<file path="config.mk">
export PLATFORM = sky130hd
export DESIGN_NAME = imm_decode
export DESIGN_NICKNAME = d
export VERILOG_FILES = /design/src/hdl/cpu_pkg.sv /design/src/hdl/imm_decode.sv
export SDC_FILE = /design/constraint.sdc
export NUM_CORES = 1
export LEC_CHECK = 0
export ABC_AREA = 1
export BUFFER_PORTS_ARGS = -buffer_cell sky130_fd_sc_hd__buf_2
export CORE_AREA = 4 4 43 45
export DETAILED_ROUTE_END_ITERATION = 8
export DIE_AREA = 0 0 47 49
export GPL_ROUTABILITY_DRIVEN = 0
export PLACE_DENSITY = 0.8
export SYNTH_ARGS = -nofsm -noshare
export SYNTH_HDL_FRONTEND = slang
export SYNTH_SLANG_ARGS = --single-unit
export TNS_END_PERCENT = 5
</file>
<file path="constraint.sdc">
create_clock -name vclk -period 0.9
set_clock_uncertainty 0.2 [all_clocks]
set_input_delay 0.045 -clock vclk [all_inputs]
set_output_delay 0.045 -clock vclk [all_outputs]
set_load 0.02 [all_outputs]
</file>
<file path="src/hdl/cpu_pkg.sv">
package cpu_pkg;

    // data and address width
    localparam int XLEN = 32;

    // reset defaults, overridable at the top level
    localparam logic [XLEN-1:0] DEFAULT_RESET_PC   = 32'h8000_0000;
    localparam int              DEFAULT_DMEM_WORDS = 1024;

    // major opcodes of the supported subset
    typedef enum logic [6:0] {
        OPC_LUI    = 7'b0110111,
        OPC_AUIPC  = 7'b0010111,
        OPC_JAL    = 7'b1101111,
        OPC_JALR   = 7'b1100111,
        OPC_BRANCH = 7'b1100011,
        OPC_LOAD   = 7'b0000011,
        OPC_STORE  = 7'b0100011,
        OPC_OP_IMM = 7'b0010011,
        OPC_OP     = 7'b0110011
    } opcode_t;

    // branch funct3
    localparam logic [2:0] F3_BEQ  = 3'b000;
    localparam logic [2:0] F3_BNE  = 3'b001;
    localparam logic [2:0] F3_BLT  = 3'b100;
    localparam logic [2:0] F3_BGE  = 3'b101;
    localparam logic [2:0] F3_BLTU = 3'b110;
    localparam logic [2:0] F3_BGEU = 3'b111;

    // arithmetic funct3, shared by OP and OP-IMM
    localparam logic [2:0] F3_ADD  = 3'b000;
    localparam logic [2:0] F3_SLL  = 3'b001;
    localparam logic [2:0] F3_SLT  = 3'b010;
    localparam logic [2:0] F3_SLTU = 3'b011;
    localparam logic [2:0] F3_XOR  = 3'b100;
    localparam logic [2:0] F3_SR   = 3'b101;
    localparam logic [2:0] F3_OR   = 3'b110;
    localparam logic [2:0] F3_AND  = 3'b111;

    // store width, low two bits of funct3
    localparam logic [1:0] ST_B = 2'b00;
    localparam logic [1:0] ST_H = 2'b01;

    typedef enum logic [3:0] {
        ALU_ADD, ALU_SUB,
        ALU_SLL, ALU_SRL, ALU_SRA,
        ALU_SLT, ALU_SLTU,
        ALU_XOR, ALU_OR, ALU_AND,
        ALU_PASS_B
    } alu_op_t;

    typedef enum logic [2:0] {IMM_I, IMM_S, IMM_B, IMM_U, IMM_J} imm_fmt_t;

    // operand and next-pc selects
    typedef enum logic       {A_RS1, A_PC} alu_a_sel_t;
    typedef enum logic [1:0] {B_RS2, B_IMM, B_FOUR} alu_b_sel_t;
    typedef enum logic       {BASE_PC, BASE_RS1} pc_base_sel_t;
    typedef enum logic       {OFF_FOUR, OFF_IMM} pc_off_sel_t;

    // load extraction, same encoding as load funct3
    typedef enum logic [2:0] {
        LD_B  = 3'b000,
        LD_H  = 3'b001,
        LD_W  = 3'b010,
        LD_BU = 3'b100,
        LD_HU = 3'b101
    } load_ext_t;

endpackage

</file>
<file path="src/hdl/imm_decode.sv">
`timescale 1ns/1ps

module imm_decode (
    input  logic [31:0]               cmd,
    input  cpu_pkg::imm_fmt_t         imm_fmt,
    output logic [cpu_pkg::XLEN-1:0]  imm
);

    always_comb begin
        case (imm_fmt)
            // store offset split over rd and funct7 fields
            cpu_pkg::IMM_S:
                imm = {{20{cmd[31]}}, cmd[31:25], cmd[11:7]};
            // branch offset, bit 0 always zero
            cpu_pkg::IMM_B:
                imm = {{19{cmd[31]}}, cmd[31], cmd[7], cmd[30:25], cmd[11:8], 1'b0};
            // upper 20 bits
            cpu_pkg::IMM_U:
                imm = {cmd[31:12], 12'h000};
            // jal offset
            cpu_pkg::IMM_J:
                imm = {{11{cmd[31]}}, cmd[31], cmd[19:12], cmd[20], cmd[30:21], 1'b0};
            // i-type and anything unexpected
            default:
                imm = {{20{cmd[31]}}, cmd[31:20]};
        endcase
    end

endmodule

</file>
==> summary.txt <==
Status = complete, but fails checks
Failing checks = negative setup slack
Fillcell total = 139
Post-synthesis sequential area ratio = 0%
CP Cell Sequence = buf_8 > inv_6 > nand3_4 > buf_6 > o211ai_1 > buf_4
CP Class = primary input to output pin
All-Layer GR Usage = 16.98%
Arr. time, crit path = 910 ps
Final setup fails = 31
Post-DRT Antenna Nets = 0
Initial Util = 28.49%
Max-cap violation count = 0
Largest net degree at the start of global routing = 12
Mapped Area = 419.2 um2
Vias post-DR = 787
Setup ws final = -251.5 ps
Syn_area_per_cell = 5.112 um2
Critical Path Max Stage Delay = 220 ps
Pre-CTS setup slack = -288.1 ps
Tmin final = 1152 ps
Critical Path RT = 650 ps
Die X = 47 um
Vias in the first global route = 685
Max IR drop VDD = 0.0003523 V
Ports = 67
GRT overflow = 0
Hold Crit Class = primary input to output pin
Mapped Cells = 82
Pleak = 0.0005664 uW
Num sequential = 0
Global-route wire length before repair = 2994 um
Layout cells sized above 1 = 56.29%
Initial antenna violation count = 0
Relative slew slack = 85.37%
Rows = 14
Post-synth top area share = 29.55%
Netlist cell types = 13
Crit-path max FO = 6
Worst Setup End Kind = output pin
Number of I/O port buffers = 60
Die height = 49 um
Xor/xnor share of the synthesized area = 0%
Power after layout = 672.4 uW
Syn Nets = 117
Multi-input logic area = 395.4 um2
Tcrit/Tclk final = 127.9%
Largest cells by area after synthesis = nand2_1, o211ai_1, nand3_1
Power per cell area = 714.7 nW/um2
Post-DR wirelength/cell = 12.38 um
Compound-gate portion of the synthesized area = 17.31%
Synth warn = 0
Hold Violations, Final = 0
CP max-delay cell = o211ai_1
Initial DRC Count = 11
Synth area leader = nand2_1
Startpoint type of the worst setup path = primary input
Via density = 4.713
Worst Tran Pin Value = 218.5 ps
Nets = 188
Slew Limit Fails = 0
Multiplexer share of the synthesized area = 0%
# diodes = 0
RSZ-0062 raised after global routing = yes
Area Growth Syn to Fin = 124.5%
Register area = 0 um2
Die footprint = 2303 um2
Drt total wl = 2067 um
Clock buffer cells = 0
Largest family of logic cells by synthesized area = simple AND/OR/NAND/NOR gates
Core ar. = 1471 um2
Fmax = 868.4 MHz
Post-synthesis adder-cell area fraction = 0%
HPWL after detailed placement = 1512 um
Synth Area in Simple Gates = 63.88%
1st-pass router iterations = 4
# DRC = 0
## metrics by stage
| stage | instance area [um2] | hold slack [ps] | setup TNS, ps | std cells | utilization [%] |
|---|---|---|---|---|---|
| 2_1_floorplan | 424.2 | 2.592 | -583.1 | 82 | - |
| 3_3_place_gp | 759.5 | 190.3 | -5493 | 161 | 51.62 |
| 3_5_place_dp | 759.5 | 192.4 | -6326 | 161 | 51.62 |
| 4_1_cts | 933.4 | 181.3 | -4739 | 167 | 63.44 |
| 5_1_grt | 940.9 | 211.2 | -6635 | 167 | 63.95 |
| 6_report | 940.9 | 182.0 | -4955 | 167 | 63.95 |
## layout by cell type, fill, tap and decap left out, drive strengths merged
master,count
o21ai,4
nand3,11
nand4,2
inv,11
nand2,36
o211ai,7
buf,72
nor2,8
## layout make-up
class | instances | share of cell area (%)
Tap cell | 16 | 2.128
Multi-Input combinational cell | 68 | 42.02
Inverter | 11 | 5.186
Timing Repair Buffer | 72 | 50.66
## logic make-up after synthesis
group | count (synthesis)
simple gates | 56
buf+inv | 15
compound gates | 11
## worst max-delay path, delay by kind of cell
kind,cells,cell delay (ps)
simple gates,1,120
compound gates,1,220
buf+inv,4,520
## cell usage after synthesis
cell / number
inv_2: 2
buf_6: 2
inv_1: 9
nand2_1: 33
nor2_4: 1
nor2_1: 7
nand3_1: 8
nand4_1: 2
nand2_2: 3
o21ai_0: 4
buf_4: 2
o211ai_1: 7
nand3_4: 2
## routing by layer
layer  up-vias  part of all wire [%]  track usage, %  routed length [um]
met4         0                  0.77           3.226                  16
met3         2                   8.5           1.476                 176
met2        36                    57           34.84                1172
li1        406                     -               -                   -
met1       343                    34           16.74                 702
met5         -                     0               0                   0
## what timing repair did
action,in CTS,in global routing
buffers inserted,5,0
setup endpoints to repair,31,31
resized for setup,37,2
hold buffers,0,0
pin swaps,6,3
cloned,1,0
## final timing paths
check / cells past startpoint / startpoint / endpoint
setup / recovery: 6 / imm_fmt[2] / imm[30]
hold / removal: 4 / cmd[10] / imm[3]
## report_power, final
part	leakage [uW]	internal (uW)	switching, uW
logic	0.000566	285	388
clock network	0	0	0
registers	0	0	0
total	0.000566	285	388
No activity file was read; power rests on OpenSTA's default activity.
