<file path="config.mk">
export PLATFORM = sky130hd
export DESIGN_NAME = alu
export DESIGN_NICKNAME = d
export VERILOG_FILES = /design/src/hdl/cpu_pkg.sv /design/src/hdl/alu.sv
export SDC_FILE = /design/constraint.sdc
export NUM_CORES = 1
export LEC_CHECK = 0
export ABC_AREA = 1
export CAP_MARGIN = 20
export CORE_ASPECT_RATIO = 0.5
export CORE_MARGIN = 2
export CORE_UTILIZATION = 28
export DETAILED_ROUTE_END_ITERATION = 8
export DONT_BUFFER_PORTS = 1
export PLACE_DENSITY = 0.42
export SETUP_SLACK_MARGIN = 0.2
export SYNTH_ARGS = -nofsm -noshare
export SYNTH_HDL_FRONTEND = slang
export SYNTH_SLANG_ARGS = --single-unit
</file>
<file path="constraint.sdc">
create_clock -name vclk -period 4.9
set_clock_uncertainty 0.05 [all_clocks]
set_input_delay 0.245 -clock vclk [all_inputs]
set_output_delay 0.245 -clock vclk [all_outputs]
set_load 0.005 [all_outputs]
</file>
<file path="src/hdl/cpu_pkg.sv">
package cpu_pkg;

    // data and address width
    localparam int XLEN = 32;

    // reset defaults, overridable at the top level
    localparam logic [XLEN-1:0] DEFAULT_RESET_PC   = 32'h8000_0000;
    localparam int              DEFAULT_DMEM_WORDS = 1024;

    // major opcodes of the supported subset
    typedef enum logic [6:0] {
        OPC_LUI    = 7'b0110111,
        OPC_AUIPC  = 7'b0010111,
        OPC_JAL    = 7'b1101111,
        OPC_JALR   = 7'b1100111,
        OPC_BRANCH = 7'b1100011,
        OPC_LOAD   = 7'b0000011,
        OPC_STORE  = 7'b0100011,
        OPC_OP_IMM = 7'b0010011,
        OPC_OP     = 7'b0110011
    } opcode_t;

    // branch funct3
    localparam logic [2:0] F3_BEQ  = 3'b000;
    localparam logic [2:0] F3_BNE  = 3'b001;
    localparam logic [2:0] F3_BLT  = 3'b100;
    localparam logic [2:0] F3_BGE  = 3'b101;
    localparam logic [2:0] F3_BLTU = 3'b110;
    localparam logic [2:0] F3_BGEU = 3'b111;

    // arithmetic funct3, shared by OP and OP-IMM
    localparam logic [2:0] F3_ADD  = 3'b000;
    localparam logic [2:0] F3_SLL  = 3'b001;
    localparam logic [2:0] F3_SLT  = 3'b010;
    localparam logic [2:0] F3_SLTU = 3'b011;
    localparam logic [2:0] F3_XOR  = 3'b100;
    localparam logic [2:0] F3_SR   = 3'b101;
    localparam logic [2:0] F3_OR   = 3'b110;
    localparam logic [2:0] F3_AND  = 3'b111;

    // store width, low two bits of funct3
    localparam logic [1:0] ST_B = 2'b00;
    localparam logic [1:0] ST_H = 2'b01;

    typedef enum logic [3:0] {
        ALU_ADD, ALU_SUB,
        ALU_SLL, ALU_SRL, ALU_SRA,
        ALU_SLT, ALU_SLTU,
        ALU_XOR, ALU_OR, ALU_AND,
        ALU_PASS_B
    } alu_op_t;

    typedef enum logic [2:0] {IMM_I, IMM_S, IMM_B, IMM_U, IMM_J} imm_fmt_t;

    // operand and next-pc selects
    typedef enum logic       {A_RS1, A_PC} alu_a_sel_t;
    typedef enum logic [1:0] {B_RS2, B_IMM, B_FOUR} alu_b_sel_t;
    typedef enum logic       {BASE_PC, BASE_RS1} pc_base_sel_t;
    typedef enum logic       {OFF_FOUR, OFF_IMM} pc_off_sel_t;

    // load extraction, same encoding as load funct3
    typedef enum logic [2:0] {
        LD_B  = 3'b000,
        LD_H  = 3'b001,
        LD_W  = 3'b010,
        LD_BU = 3'b100,
        LD_HU = 3'b101
    } load_ext_t;

endpackage

</file>
<file path="src/hdl/alu.sv">
`timescale 1ns/1ps

module alu (
    input  cpu_pkg::alu_op_t          op,
    input  logic [cpu_pkg::XLEN-1:0]  a,
    input  logic [cpu_pkg::XLEN-1:0]  b,
    output logic [cpu_pkg::XLEN-1:0]  result,
    output logic                      less,
    output logic                      zero
);

    localparam int SHW = $clog2(cpu_pkg::XLEN);

    logic [SHW-1:0] shamt;

    // only the low bits of b shift
    assign shamt = b[SHW-1:0];

    // unsigned only for sltu
    assign less = (op == cpu_pkg::ALU_SLTU) ? (a < b) : ($signed(a) < $signed(b));

    always_comb begin
        case (op)
            cpu_pkg::ALU_ADD:    result = a + b;
            cpu_pkg::ALU_SUB:    result = a - b;
            cpu_pkg::ALU_SLL:    result = a << shamt;
            cpu_pkg::ALU_SRL:    result = a >> shamt;
            cpu_pkg::ALU_SRA:    result = $unsigned($signed(a) >>> shamt);
            // compare results are 0 or 1
            cpu_pkg::ALU_SLT,
            cpu_pkg::ALU_SLTU:   result = {{(cpu_pkg::XLEN-1){1'b0}}, less};
            cpu_pkg::ALU_XOR:    result = a ^ b;
            cpu_pkg::ALU_OR:     result = a | b;
            cpu_pkg::ALU_AND:    result = a & b;
            // lui path
            cpu_pkg::ALU_PASS_B: result = b;
            default:             result = a + b;
        endcase
    end

    // beq/bne look at this after sub
    assign zero = (result == '0);

endmodule

</file>
==> results.md <==
- Rows: 50
- Largest net degree at the start of global routing: 68
- DRC errors left: 0
- Max Slew Vio Count: 0
- Final GP Congestion: 1.01
- Fillcell total: 4607
- Comb power frac: 1.000
- Met3 usage: 0.0328
- Grt met1 use: 0.411
- Share of layout cells above drive strength 1: 0.0201
- Multi-input gate area: 8830 µm²
- NetSw: 0.888 mW
- RSZ-0062 raised after global routing: no
- Vias: 14609
- Top-level port count: 102
- Number of sequential cells: 0
- Grt total ovfl: 0
- Static Leak: 6.32 nW
- Crit-path max FO: 67
- Clock network fraction of design power: 0
- Netlist cell types: 38
- Core ar.: 37400 µm²
- Final hold violation count: 0
- Fin crit period: 3.68 ns
- Post-Synthesis Net Count: 2439
- Switch share: 0.726
- P&R area growth vs syn: 2.21%
- CP arrival: 3.38 ns
- Kind of critical path: in2out
- HP Class: in2out
- Antenna violations before repair: 1
- Cell Int Power: 0.334 mW
- First-pass detailed-route iteration total: 6
- Vias in the first global route: 13249
- Setup Fix Bufs, Post-CTS: 0
- Detail Route Antenna Nets: 0
- Sequential Power Share: 0
- Setup TNS: 0 ns
- Slowest stage delay, CP: 0.49 ns
- Pwr Total: 1.22 mW
- VDD IR-drop max: 0.0000284 V
- Worst path cell trace: inv_2 -> ha_1 -> nor2_1 -> nand2_1 -> nand3_1 -> nand2_1 -> nand2_1 -> nand2_1 -> nand2_1 -> nand2_1 -> nand2_1 -> nand2_1 -> nand3_1 -> nand3_1 -> nor2_1 -> nand2_1 -> nor2_1 -> nand2_1 -> nor2_1
- Wire length per cell: 21.3 µm
- Register Area: 0 µm²
- MaxCap Viol Count: 0
- Die X: 280 µm
- Critical Path Most Common Cell: nand2_1
- Fmax: 272 MHz
- Port Buffer Count: 0
- Startpoint Class: input pin
- Initial Util: 0.284
- Critical Path RT: 4.61 ns
- Syn_area_per_cell: 4.68 µm²
- DR vias/cell: 5.45
- First-pass GRT wire length: 83200 µm
- Worst hold stages: 2
- Status: completed
- Setup-failing EPs final: 0
- DRT iter0 DRCs: 1768
- Final WL: 57100 µm
- Final net count: 2355
- Final Cycle Share: 0.751
- Global-route usage over all layers: 0.278
- Finished Core Util: 0.291
- Clock buffers: 0
- Slew @ Worst Pin: 0.875 ns
- PD cells: 112 nW/µm²
- Die Y: 142 µm
- Hold slack: 0.602 ns
- Post-Syn Instances: 2272
- Hold Buf Count CTS: 0
- Commonest non-fill, non-tap cells in the layout: nand2_1, nand3_1, inv_1
- Slew margin rel.: 0.410
- Leading cell type in the layout, fill and taps excluded: nand2_1
- Worst Setup End Kind: output pin
- Global-route met2 utilization: 0.435
- YS warnings: 0
- Slowest stage cell on the critical path: inv_2
- Seq/Total Area, Yosys: 0
- Die area: 39700 µm²
- Detailed placement HPWL: 47200 µm
- Grt peak-use layer: met2
- Post-CTS Resized: 0
- Syn Std Cell Area: 10600 µm²
==> cell type report <==
cell class / count / share of cell area
multi-input cells: 1825 / 0.812
inverters: 348 / 0.120
well taps: 494 / 0.0568
repair buffers: 13 / 0.0101
diodes: 3 / 0.000690
==> cells by family (layout without fill, tap and decap cells) <==
logic type | Yosys count | count (layout) | share of synthesized area
AO/OA/AOI/OAI | 197 | 197 | 0.102
AND/OR/NAND/NOR | 1524 | 1524 | 0.606
adder cells (fa/ha/maj) | 99 | 99 | 0.118
buffers and inverters | 447 | 361 | 0.170
XOR/XNOR | 5 | 5 | 0.00412
other | 0 | 3 | 0
==> worst max-delay path, delay by kind of cell <==
family | cells | cell delay, ns
buffers and inverters | 1 | 0.49
and+or+nand+nor | 17 | 2.18
adders and majority gates | 1 | 0.40
==> power by group through the flow <==
| stage | clock network, mW | logic (mW) | registers, mW |
|---|---|---|---|
| 3_3_place_gp | 0 | 1.19 | 0 |
| 5_1_grt | 0 | 1.34 | 0 |
| 6_report | 0.0000000829 | 1.22 | 0 |
| 3_5_place_dp | 0 | 1.18 | 0 |
| 4_1_cts | 0 | 1.19 | 0 |
| 2_1_floorplan | 0 | 0.851 | 0 |
==> synth_stat cells (25+ instances only) <==
cell | count | area, µm²
nor3_1 | 30 | 150
clkbuf_1 | 25 | 93.8
ha_1 | 97 | 1210
buf_2 | 55 | 275
o21ai_0 | 49 | 245
nand2_1 | 852 | 3200
a21oi_1 | 87 | 435
o22ai_1 | 33 | 206
nand3_1 | 405 | 2030
inv_1 | 332 | 1250
nand4_1 | 32 | 200
nor2_1 | 175 | 657
==> per-stage QoR <==
stage               setup WS (ns)  std cells  area (µm²)
floorplan                    1.80       2272       10600
global placement             1.37       2680       10900
CTS                          1.36       2680       10900
detailed placement           1.38       2680       10900
finish                       1.22       2683       10900
global route                 1.09       2680       10900
==> layer usage <==
layer	up-vias	wire length (µm)
met2	703	24000
met3	57	5360
met4	0	1040
met1	6803	26700
met5	-	0
li1	7046	-
==> path summary, 6_finish.rpt <==
check / start / endpoint / slack (ns)
max: b[1] / zero / 1.22
min: b[5] / result[5] / 0.60
(Power assumes the default switching activity.)
