**src/hdl/cpu_pkg.sv**
```systemverilog
package cpu_pkg;

    // data and address width
    localparam int XLEN = 32;

    // reset defaults, overridable at the top level
    localparam logic [XLEN-1:0] DEFAULT_RESET_PC   = 32'h8000_0000;
    localparam int              DEFAULT_DMEM_WORDS = 1024;

    // major opcodes of the supported subset
    typedef enum logic [6:0] {
        OPC_LUI    = 7'b0110111,
        OPC_AUIPC  = 7'b0010111,
        OPC_JAL    = 7'b1101111,
        OPC_JALR   = 7'b1100111,
        OPC_BRANCH = 7'b1100011,
        OPC_LOAD   = 7'b0000011,
        OPC_STORE  = 7'b0100011,
        OPC_OP_IMM = 7'b0010011,
        OPC_OP     = 7'b0110011
    } opcode_t;

    // branch funct3
    localparam logic [2:0] F3_BEQ  = 3'b000;
    localparam logic [2:0] F3_BNE  = 3'b001;
    localparam logic [2:0] F3_BLT  = 3'b100;
    localparam logic [2:0] F3_BGE  = 3'b101;
    localparam logic [2:0] F3_BLTU = 3'b110;
    localparam logic [2:0] F3_BGEU = 3'b111;

    // arithmetic funct3, shared by OP and OP-IMM
    localparam logic [2:0] F3_ADD  = 3'b000;
    localparam logic [2:0] F3_SLL  = 3'b001;
    localparam logic [2:0] F3_SLT  = 3'b010;
    localparam logic [2:0] F3_SLTU = 3'b011;
    localparam logic [2:0] F3_XOR  = 3'b100;
    localparam logic [2:0] F3_SR   = 3'b101;
    localparam logic [2:0] F3_OR   = 3'b110;
    localparam logic [2:0] F3_AND  = 3'b111;

    // store width, low two bits of funct3
    localparam logic [1:0] ST_B = 2'b00;
    localparam logic [1:0] ST_H = 2'b01;

    typedef enum logic [3:0] {
        ALU_ADD, ALU_SUB,
        ALU_SLL, ALU_SRL, ALU_SRA,
        ALU_SLT, ALU_SLTU,
        ALU_XOR, ALU_OR, ALU_AND,
        ALU_PASS_B
    } alu_op_t;

    typedef enum logic [2:0] {IMM_I, IMM_S, IMM_B, IMM_U, IMM_J} imm_fmt_t;

    // operand and next-pc selects
    typedef enum logic       {A_RS1, A_PC} alu_a_sel_t;
    typedef enum logic [1:0] {B_RS2, B_IMM, B_FOUR} alu_b_sel_t;
    typedef enum logic       {BASE_PC, BASE_RS1} pc_base_sel_t;
    typedef enum logic       {OFF_FOUR, OFF_IMM} pc_off_sel_t;

    // load extraction, same encoding as load funct3
    typedef enum logic [2:0] {
        LD_B  = 3'b000,
        LD_H  = 3'b001,
        LD_W  = 3'b010,
        LD_BU = 3'b100,
        LD_HU = 3'b101
    } load_ext_t;

endpackage

```
**src/hdl/control_unit.sv**
```systemverilog
`timescale 1ns/1ps

module control_unit (
    input  logic [6:0]            opcode,
    input  logic [2:0]            funct3,
    input  logic                  funct7_5,
    input  logic                  less,
    input  logic                  zero,
    output cpu_pkg::imm_fmt_t     imm_fmt,
    output logic                  reg_wen,
    output logic                  load,
    output logic                  store,
    output cpu_pkg::load_ext_t    load_ext,
    output logic [1:0]            store_size,
    output cpu_pkg::alu_a_sel_t   alu_a_sel,
    output cpu_pkg::alu_b_sel_t   alu_b_sel,
    output cpu_pkg::alu_op_t      alu_op,
    output cpu_pkg::pc_base_sel_t pc_base_sel,
    output cpu_pkg::pc_off_sel_t  pc_off_sel
);

    // arithmetic op from funct3
    // alt picks sub or sra, use_sub only set for register-register ops
    function automatic cpu_pkg::alu_op_t arith_op(input logic [2:0] f3, input logic alt,
                                                   input logic use_sub);
        cpu_pkg::alu_op_t op;
        case (f3)
            cpu_pkg::F3_ADD:  op = (alt && use_sub) ? cpu_pkg::ALU_SUB : cpu_pkg::ALU_ADD;
            cpu_pkg::F3_SLL:  op = cpu_pkg::ALU_SLL;
            cpu_pkg::F3_SLT:  op = cpu_pkg::ALU_SLT;
            cpu_pkg::F3_SLTU: op = cpu_pkg::ALU_SLTU;
            cpu_pkg::F3_XOR:  op = cpu_pkg::ALU_XOR;
            cpu_pkg::F3_SR:   op = alt ? cpu_pkg::ALU_SRA : cpu_pkg::ALU_SRL;
            cpu_pkg::F3_OR:   op = cpu_pkg::ALU_OR;
            default:          op = cpu_pkg::ALU_AND;
        endcase
        return op;
    endfunction

    logic taken;

    // branch condition from the alu flags
    always_comb begin
        case (funct3)
            cpu_pkg::F3_BEQ:  taken = zero;
            cpu_pkg::F3_BNE:  taken = !zero;
            cpu_pkg::F3_BLT,
            cpu_pkg::F3_BLTU: taken = less;
            cpu_pkg::F3_BGE,
            cpu_pkg::F3_BGEU: taken = !less;
            default:          taken = 1'b0;
        endcase
    end

    always_comb begin
        // no writes and pc+4 unless the opcode says otherwise
        imm_fmt     = cpu_pkg::IMM_I;
        reg_wen     = 1'b0;
        load        = 1'b0;
        store       = 1'b0;
        load_ext    = cpu_pkg::load_ext_t'(funct3);
        store_size  = funct3[1:0];
        alu_a_sel   = cpu_pkg::A_RS1;
        alu_b_sel   = cpu_pkg::B_RS2;
        alu_op      = cpu_pkg::ALU_ADD;
        pc_base_sel = cpu_pkg::BASE_PC;
        pc_off_sel  = cpu_pkg::OFF_FOUR;
        case (opcode)
            cpu_pkg::OPC_LUI: begin
                imm_fmt   = cpu_pkg::IMM_U;
                reg_wen   = 1'b1;
                alu_b_sel = cpu_pkg::B_IMM;
                alu_op    = cpu_pkg::ALU_PASS_B;
            end
            cpu_pkg::OPC_AUIPC: begin
                imm_fmt   = cpu_pkg::IMM_U;
                reg_wen   = 1'b1;
                alu_a_sel = cpu_pkg::A_PC;
                alu_b_sel = cpu_pkg::B_IMM;
            end
            // link value pc+4 comes out of the alu
            cpu_pkg::OPC_JAL: begin
                imm_fmt    = cpu_pkg::IMM_J;
                reg_wen    = 1'b1;
                alu_a_sel  = cpu_pkg::A_PC;
                alu_b_sel  = cpu_pkg::B_FOUR;
                pc_off_sel = cpu_pkg::OFF_IMM;
            end
            cpu_pkg::OPC_JALR: begin
                reg_wen     = 1'b1;
                alu_a_sel   = cpu_pkg::A_PC;
                alu_b_sel   = cpu_pkg::B_FOUR;
                pc_base_sel = cpu_pkg::BASE_RS1;
                pc_off_sel  = cpu_pkg::OFF_IMM;
            end
            cpu_pkg::OPC_BRANCH: begin
                imm_fmt = cpu_pkg::IMM_B;
                // eq/ne compare by subtraction
                if (funct3[2:1] == 2'b00)
                    alu_op = cpu_pkg::ALU_SUB;
                else if (funct3[1])
                    alu_op = cpu_pkg::ALU_SLTU;
                else
                    alu_op = cpu_pkg::ALU_SLT;
                pc_off_sel = taken ? cpu_pkg::OFF_IMM : cpu_pkg::OFF_FOUR;
            end
            cpu_pkg::OPC_LOAD: begin
                reg_wen   = 1'b1;
                load      = 1'b1;
                alu_b_sel = cpu_pkg::B_IMM;
            end
            cpu_pkg::OPC_STORE: begin
                imm_fmt   = cpu_pkg::IMM_S;
                store     = 1'b1;
                alu_b_sel = cpu_pkg::B_IMM;
            end
            cpu_pkg::OPC_OP_IMM: begin
                reg_wen   = 1'b1;
                alu_b_sel = cpu_pkg::B_IMM;
                alu_op    = arith_op(funct3, funct7_5, 1'b0);
            end
            cpu_pkg::OPC_OP: begin
                reg_wen = 1'b1;
                alu_op  = arith_op(funct3, funct7_5, 1'b1);
            end
            default: ;
        endcase
    end

endmodule

```
**config.mk**
```make
export PLATFORM = sky130hd
export DESIGN_NAME = control_unit
export DESIGN_NICKNAME = d
export VERILOG_FILES = /design/src/hdl/cpu_pkg.sv /design/src/hdl/control_unit.sv
export SDC_FILE = /design/constraint.sdc
export NUM_CORES = 1
export LEC_CHECK = 0
export ABC_CLOCK_PERIOD_IN_PS = 2900
export BUFFER_PORTS_ARGS = -buffer_cell sky130_fd_sc_hd__buf_2
export CELL_PAD_IN_SITES_DETAIL_PLACEMENT = 0
export CELL_PAD_IN_SITES_GLOBAL_PLACEMENT = 1
export CORE_MARGIN = 2
export CORE_UTILIZATION = 24
export DETAILED_ROUTE_END_ITERATION = 10
export GPL_TIMING_DRIVEN = 0
export PLACE_DENSITY = 0.92
export SETUP_SLACK_MARGIN = 0.3
export SLEW_MARGIN = 30
export SYNTH_ARGS = -nofsm -noshare
export SYNTH_HDL_FRONTEND = slang
export SYNTH_SLANG_ARGS = --single-unit
```
**constraint.sdc**
```tcl
create_clock -name vclk -period 2.9
set_input_delay 0.58 -clock vclk [all_inputs]
set_output_delay 0.58 -clock vclk [all_outputs]
set_load 0.01 [all_outputs]
```
==> metrics.cfg <==
[logic_synthesis]
yosys.area.top_type = buf_4
synth_common_cells = 7 x nand2_1, 6 x nor2_1, 6 x o21ai_0, 5 x buf_4
synth_area_leaders = buf_4 11%, o21ai_0 9.1%, nand2_1 8.0%, nor2_1 6.8%, a21oi_1 6.1%
syn_avg_cell_area_sq_um = 5.899
synth.cell_area_sq_um = 330.3
syn_nets = 69
yosys_warnings = 0
synth_seq_area_share_pct = 0
synth_top_cell_area_share_pct = 11.36
netlist_instances = 56
synthMostInstantiatedCell = nand2_1
synth_cell_types = 25

[global_routing]
grt_max_degree = 11
grt_pass1_vias = 429
overflow = 0
grt_pass1_wl_mm = 1.794
track_usage_pct = 14.82
antenna_found_initial = 0

[clock_network]
holdBufCountCts = 0
cts_resized = 0
cts_setup_buffers = 0

[detailed_routing]
drc_errors = 0
antenna_left = 0
avgRoutedWirePerCell_um = 10.27
routed_wl_mm = 1.058
viasPerCell = 4.951
first_iter_violations = 11
num_vias = 510
dr.pass1.iters = 4

[setup_path]
worst_setup_path_start_kind = primary input
crit_top_cell = buf_2
crit_chain = buf_2, nor4bb_1, a22oi_1, or4b_1, o31ai_1, buf_2
crit_fanout = 9
worst-endpoint-required_ns = 2.32
endpoint_kind = primary output
crit_arrival_ns = 1.85
critical-path-top-delay-family = simple AND/OR/NAND/NOR gates
crit_type = in -> out
slowest_stage = or4b_1
slowest_delay_ns = 0.48
path_buf_inv = 2

[placement]
placedCellCount = 103
hpwl_um = 866.1
port_buffers = 32
place_congestion = 0.8287

[cells_and_area]
nFillCells = 147
antenna_cells = 0
register_area_sq_um = 0
fin_cells = 103
nets = 103
synthToLayoutAreaGrowth_pct = 54.17
clock_buffers = 0
seq_cells = 0
layout-drive-gt1-share_pct = 44.32

[sta]
rsz0062_at_grt = no
hold_viol = 0
fin_crit_sh_pct = 83.83
slew_violations = 0
maxSlewHeadroom_pct = 77.01
tightestPinTransition_ns = 0.3422
setup_viol = 0
finalSetupTns_ns = 0
finalCriticalPeriod_ns = 2.431
fmaxAchievable_mhz = 411.4

[power]
power_density_nw_per_um2 = 101.6
p_sw_share_pct = 53.59
power.internal_w = 0.00002400
seq_power_share_pct = 0
switchingPower_w = 0.00002771
vdd_ir_drop_max_uv = 62.02
p_comb_share_pct = 100.0
p_clk_share_pct = 0
p_leak_nw = 0.3049

[floorplan]
die_y_um = 41.10
fp.dieW_um = 41.10
design.core.area_sq_um = 1301
io_pins = 33
die-area_sq_um = 1689
row_count = 13
initial_core_util_pct = 25.38

[status]
status = finished, final reports clean

[run]
timing.max_cap.violations = 0

[worst_hold_path]
hp-class = in -> out

-- per-stage QoR --
step | hold slack, ns | setup WS (ns) | util, % | power [W] | area, sq um
2_1_floorplan | 1.208 | 0.7952 | - | 0.00002661 | 330.3
3_3_place_gp | 1.448 | 0.5114 | 39.13 | 0.00005110 | 509.2
3_5_place_dp | 1.453 | 0.4980 | 39.13 | 0.00005178 | 509.2
4_1_cts | 1.454 | 0.4855 | 39.13 | 0.00005192 | 509.2
5_1_grt | 1.478 | 0.3706 | 39.13 | 0.00005873 | 509.2
6_report | 1.452 | 0.4691 | 39.13 | 0.00005172 | 509.2
-- placed cells by master (no fill, tap or decap), types with 2 or more instances in the layout --
cell / instances
a21oi_1: 4
a22oi_1: 2
buf_2: 32
buf_4: 5
inv_1: 4
nand2_1: 7
nand2b_1: 2
nand3_1: 2
nand4_1: 2
nor2_1: 6
o21ai_0: 6
xor2_1: 2
-- final cells by class --
type / instances / area [sq um] / share of cell area [%]
Timing Repair Buffer: 32 / 160.2 / 31.45
Buffer: 6 / 48.80 / 9.582
Multi-Input combinational cell: 46 / 266.5 / 52.33
Inverter: 4 / 15.01 / 2.948
Tap cell: 15 / 18.77 / 3.686
-- per-layer routing --
layer | global-route usage [%] | up-vias | wire length (um)
met5 | 0 | - | 0
met4 | 1.613 | 0 | 0
met3 | 0 | 0 | 72
met2 | 25.39 | 17 | 482
met1 | 21.20 | 227 | 503
li1 | - | 266 | -
-- path summary, 6_finish.rpt --
kind | start | end | slack, ns | depth (start not counted)
max | funct3[2] | alu_op[0] | 0.47 | 6
min | opcode[3] | pc_base_sel | 1.45 | 3
-- power groups by stage --
stage               registers, W  clock network (W)  logic [W]
floorplan                      0                  0  0.0000266
global placement               0                  0  0.0000511
detailed placement             0                  0  0.0000518
CTS                            0                  0  0.0000519
global route                   0                  0  0.0000587
finish                         0                  0  0.0000517
-- logic make-up after synthesis --
kind of cell | synth area share, %
xor gates and xnor gates | 5.304
and+or+nand+nor | 46.97
AOI/OAI and AO/OA | 28.41
buffers and inverters | 19.32
No activity file was read; power rests on OpenSTA's default activity.
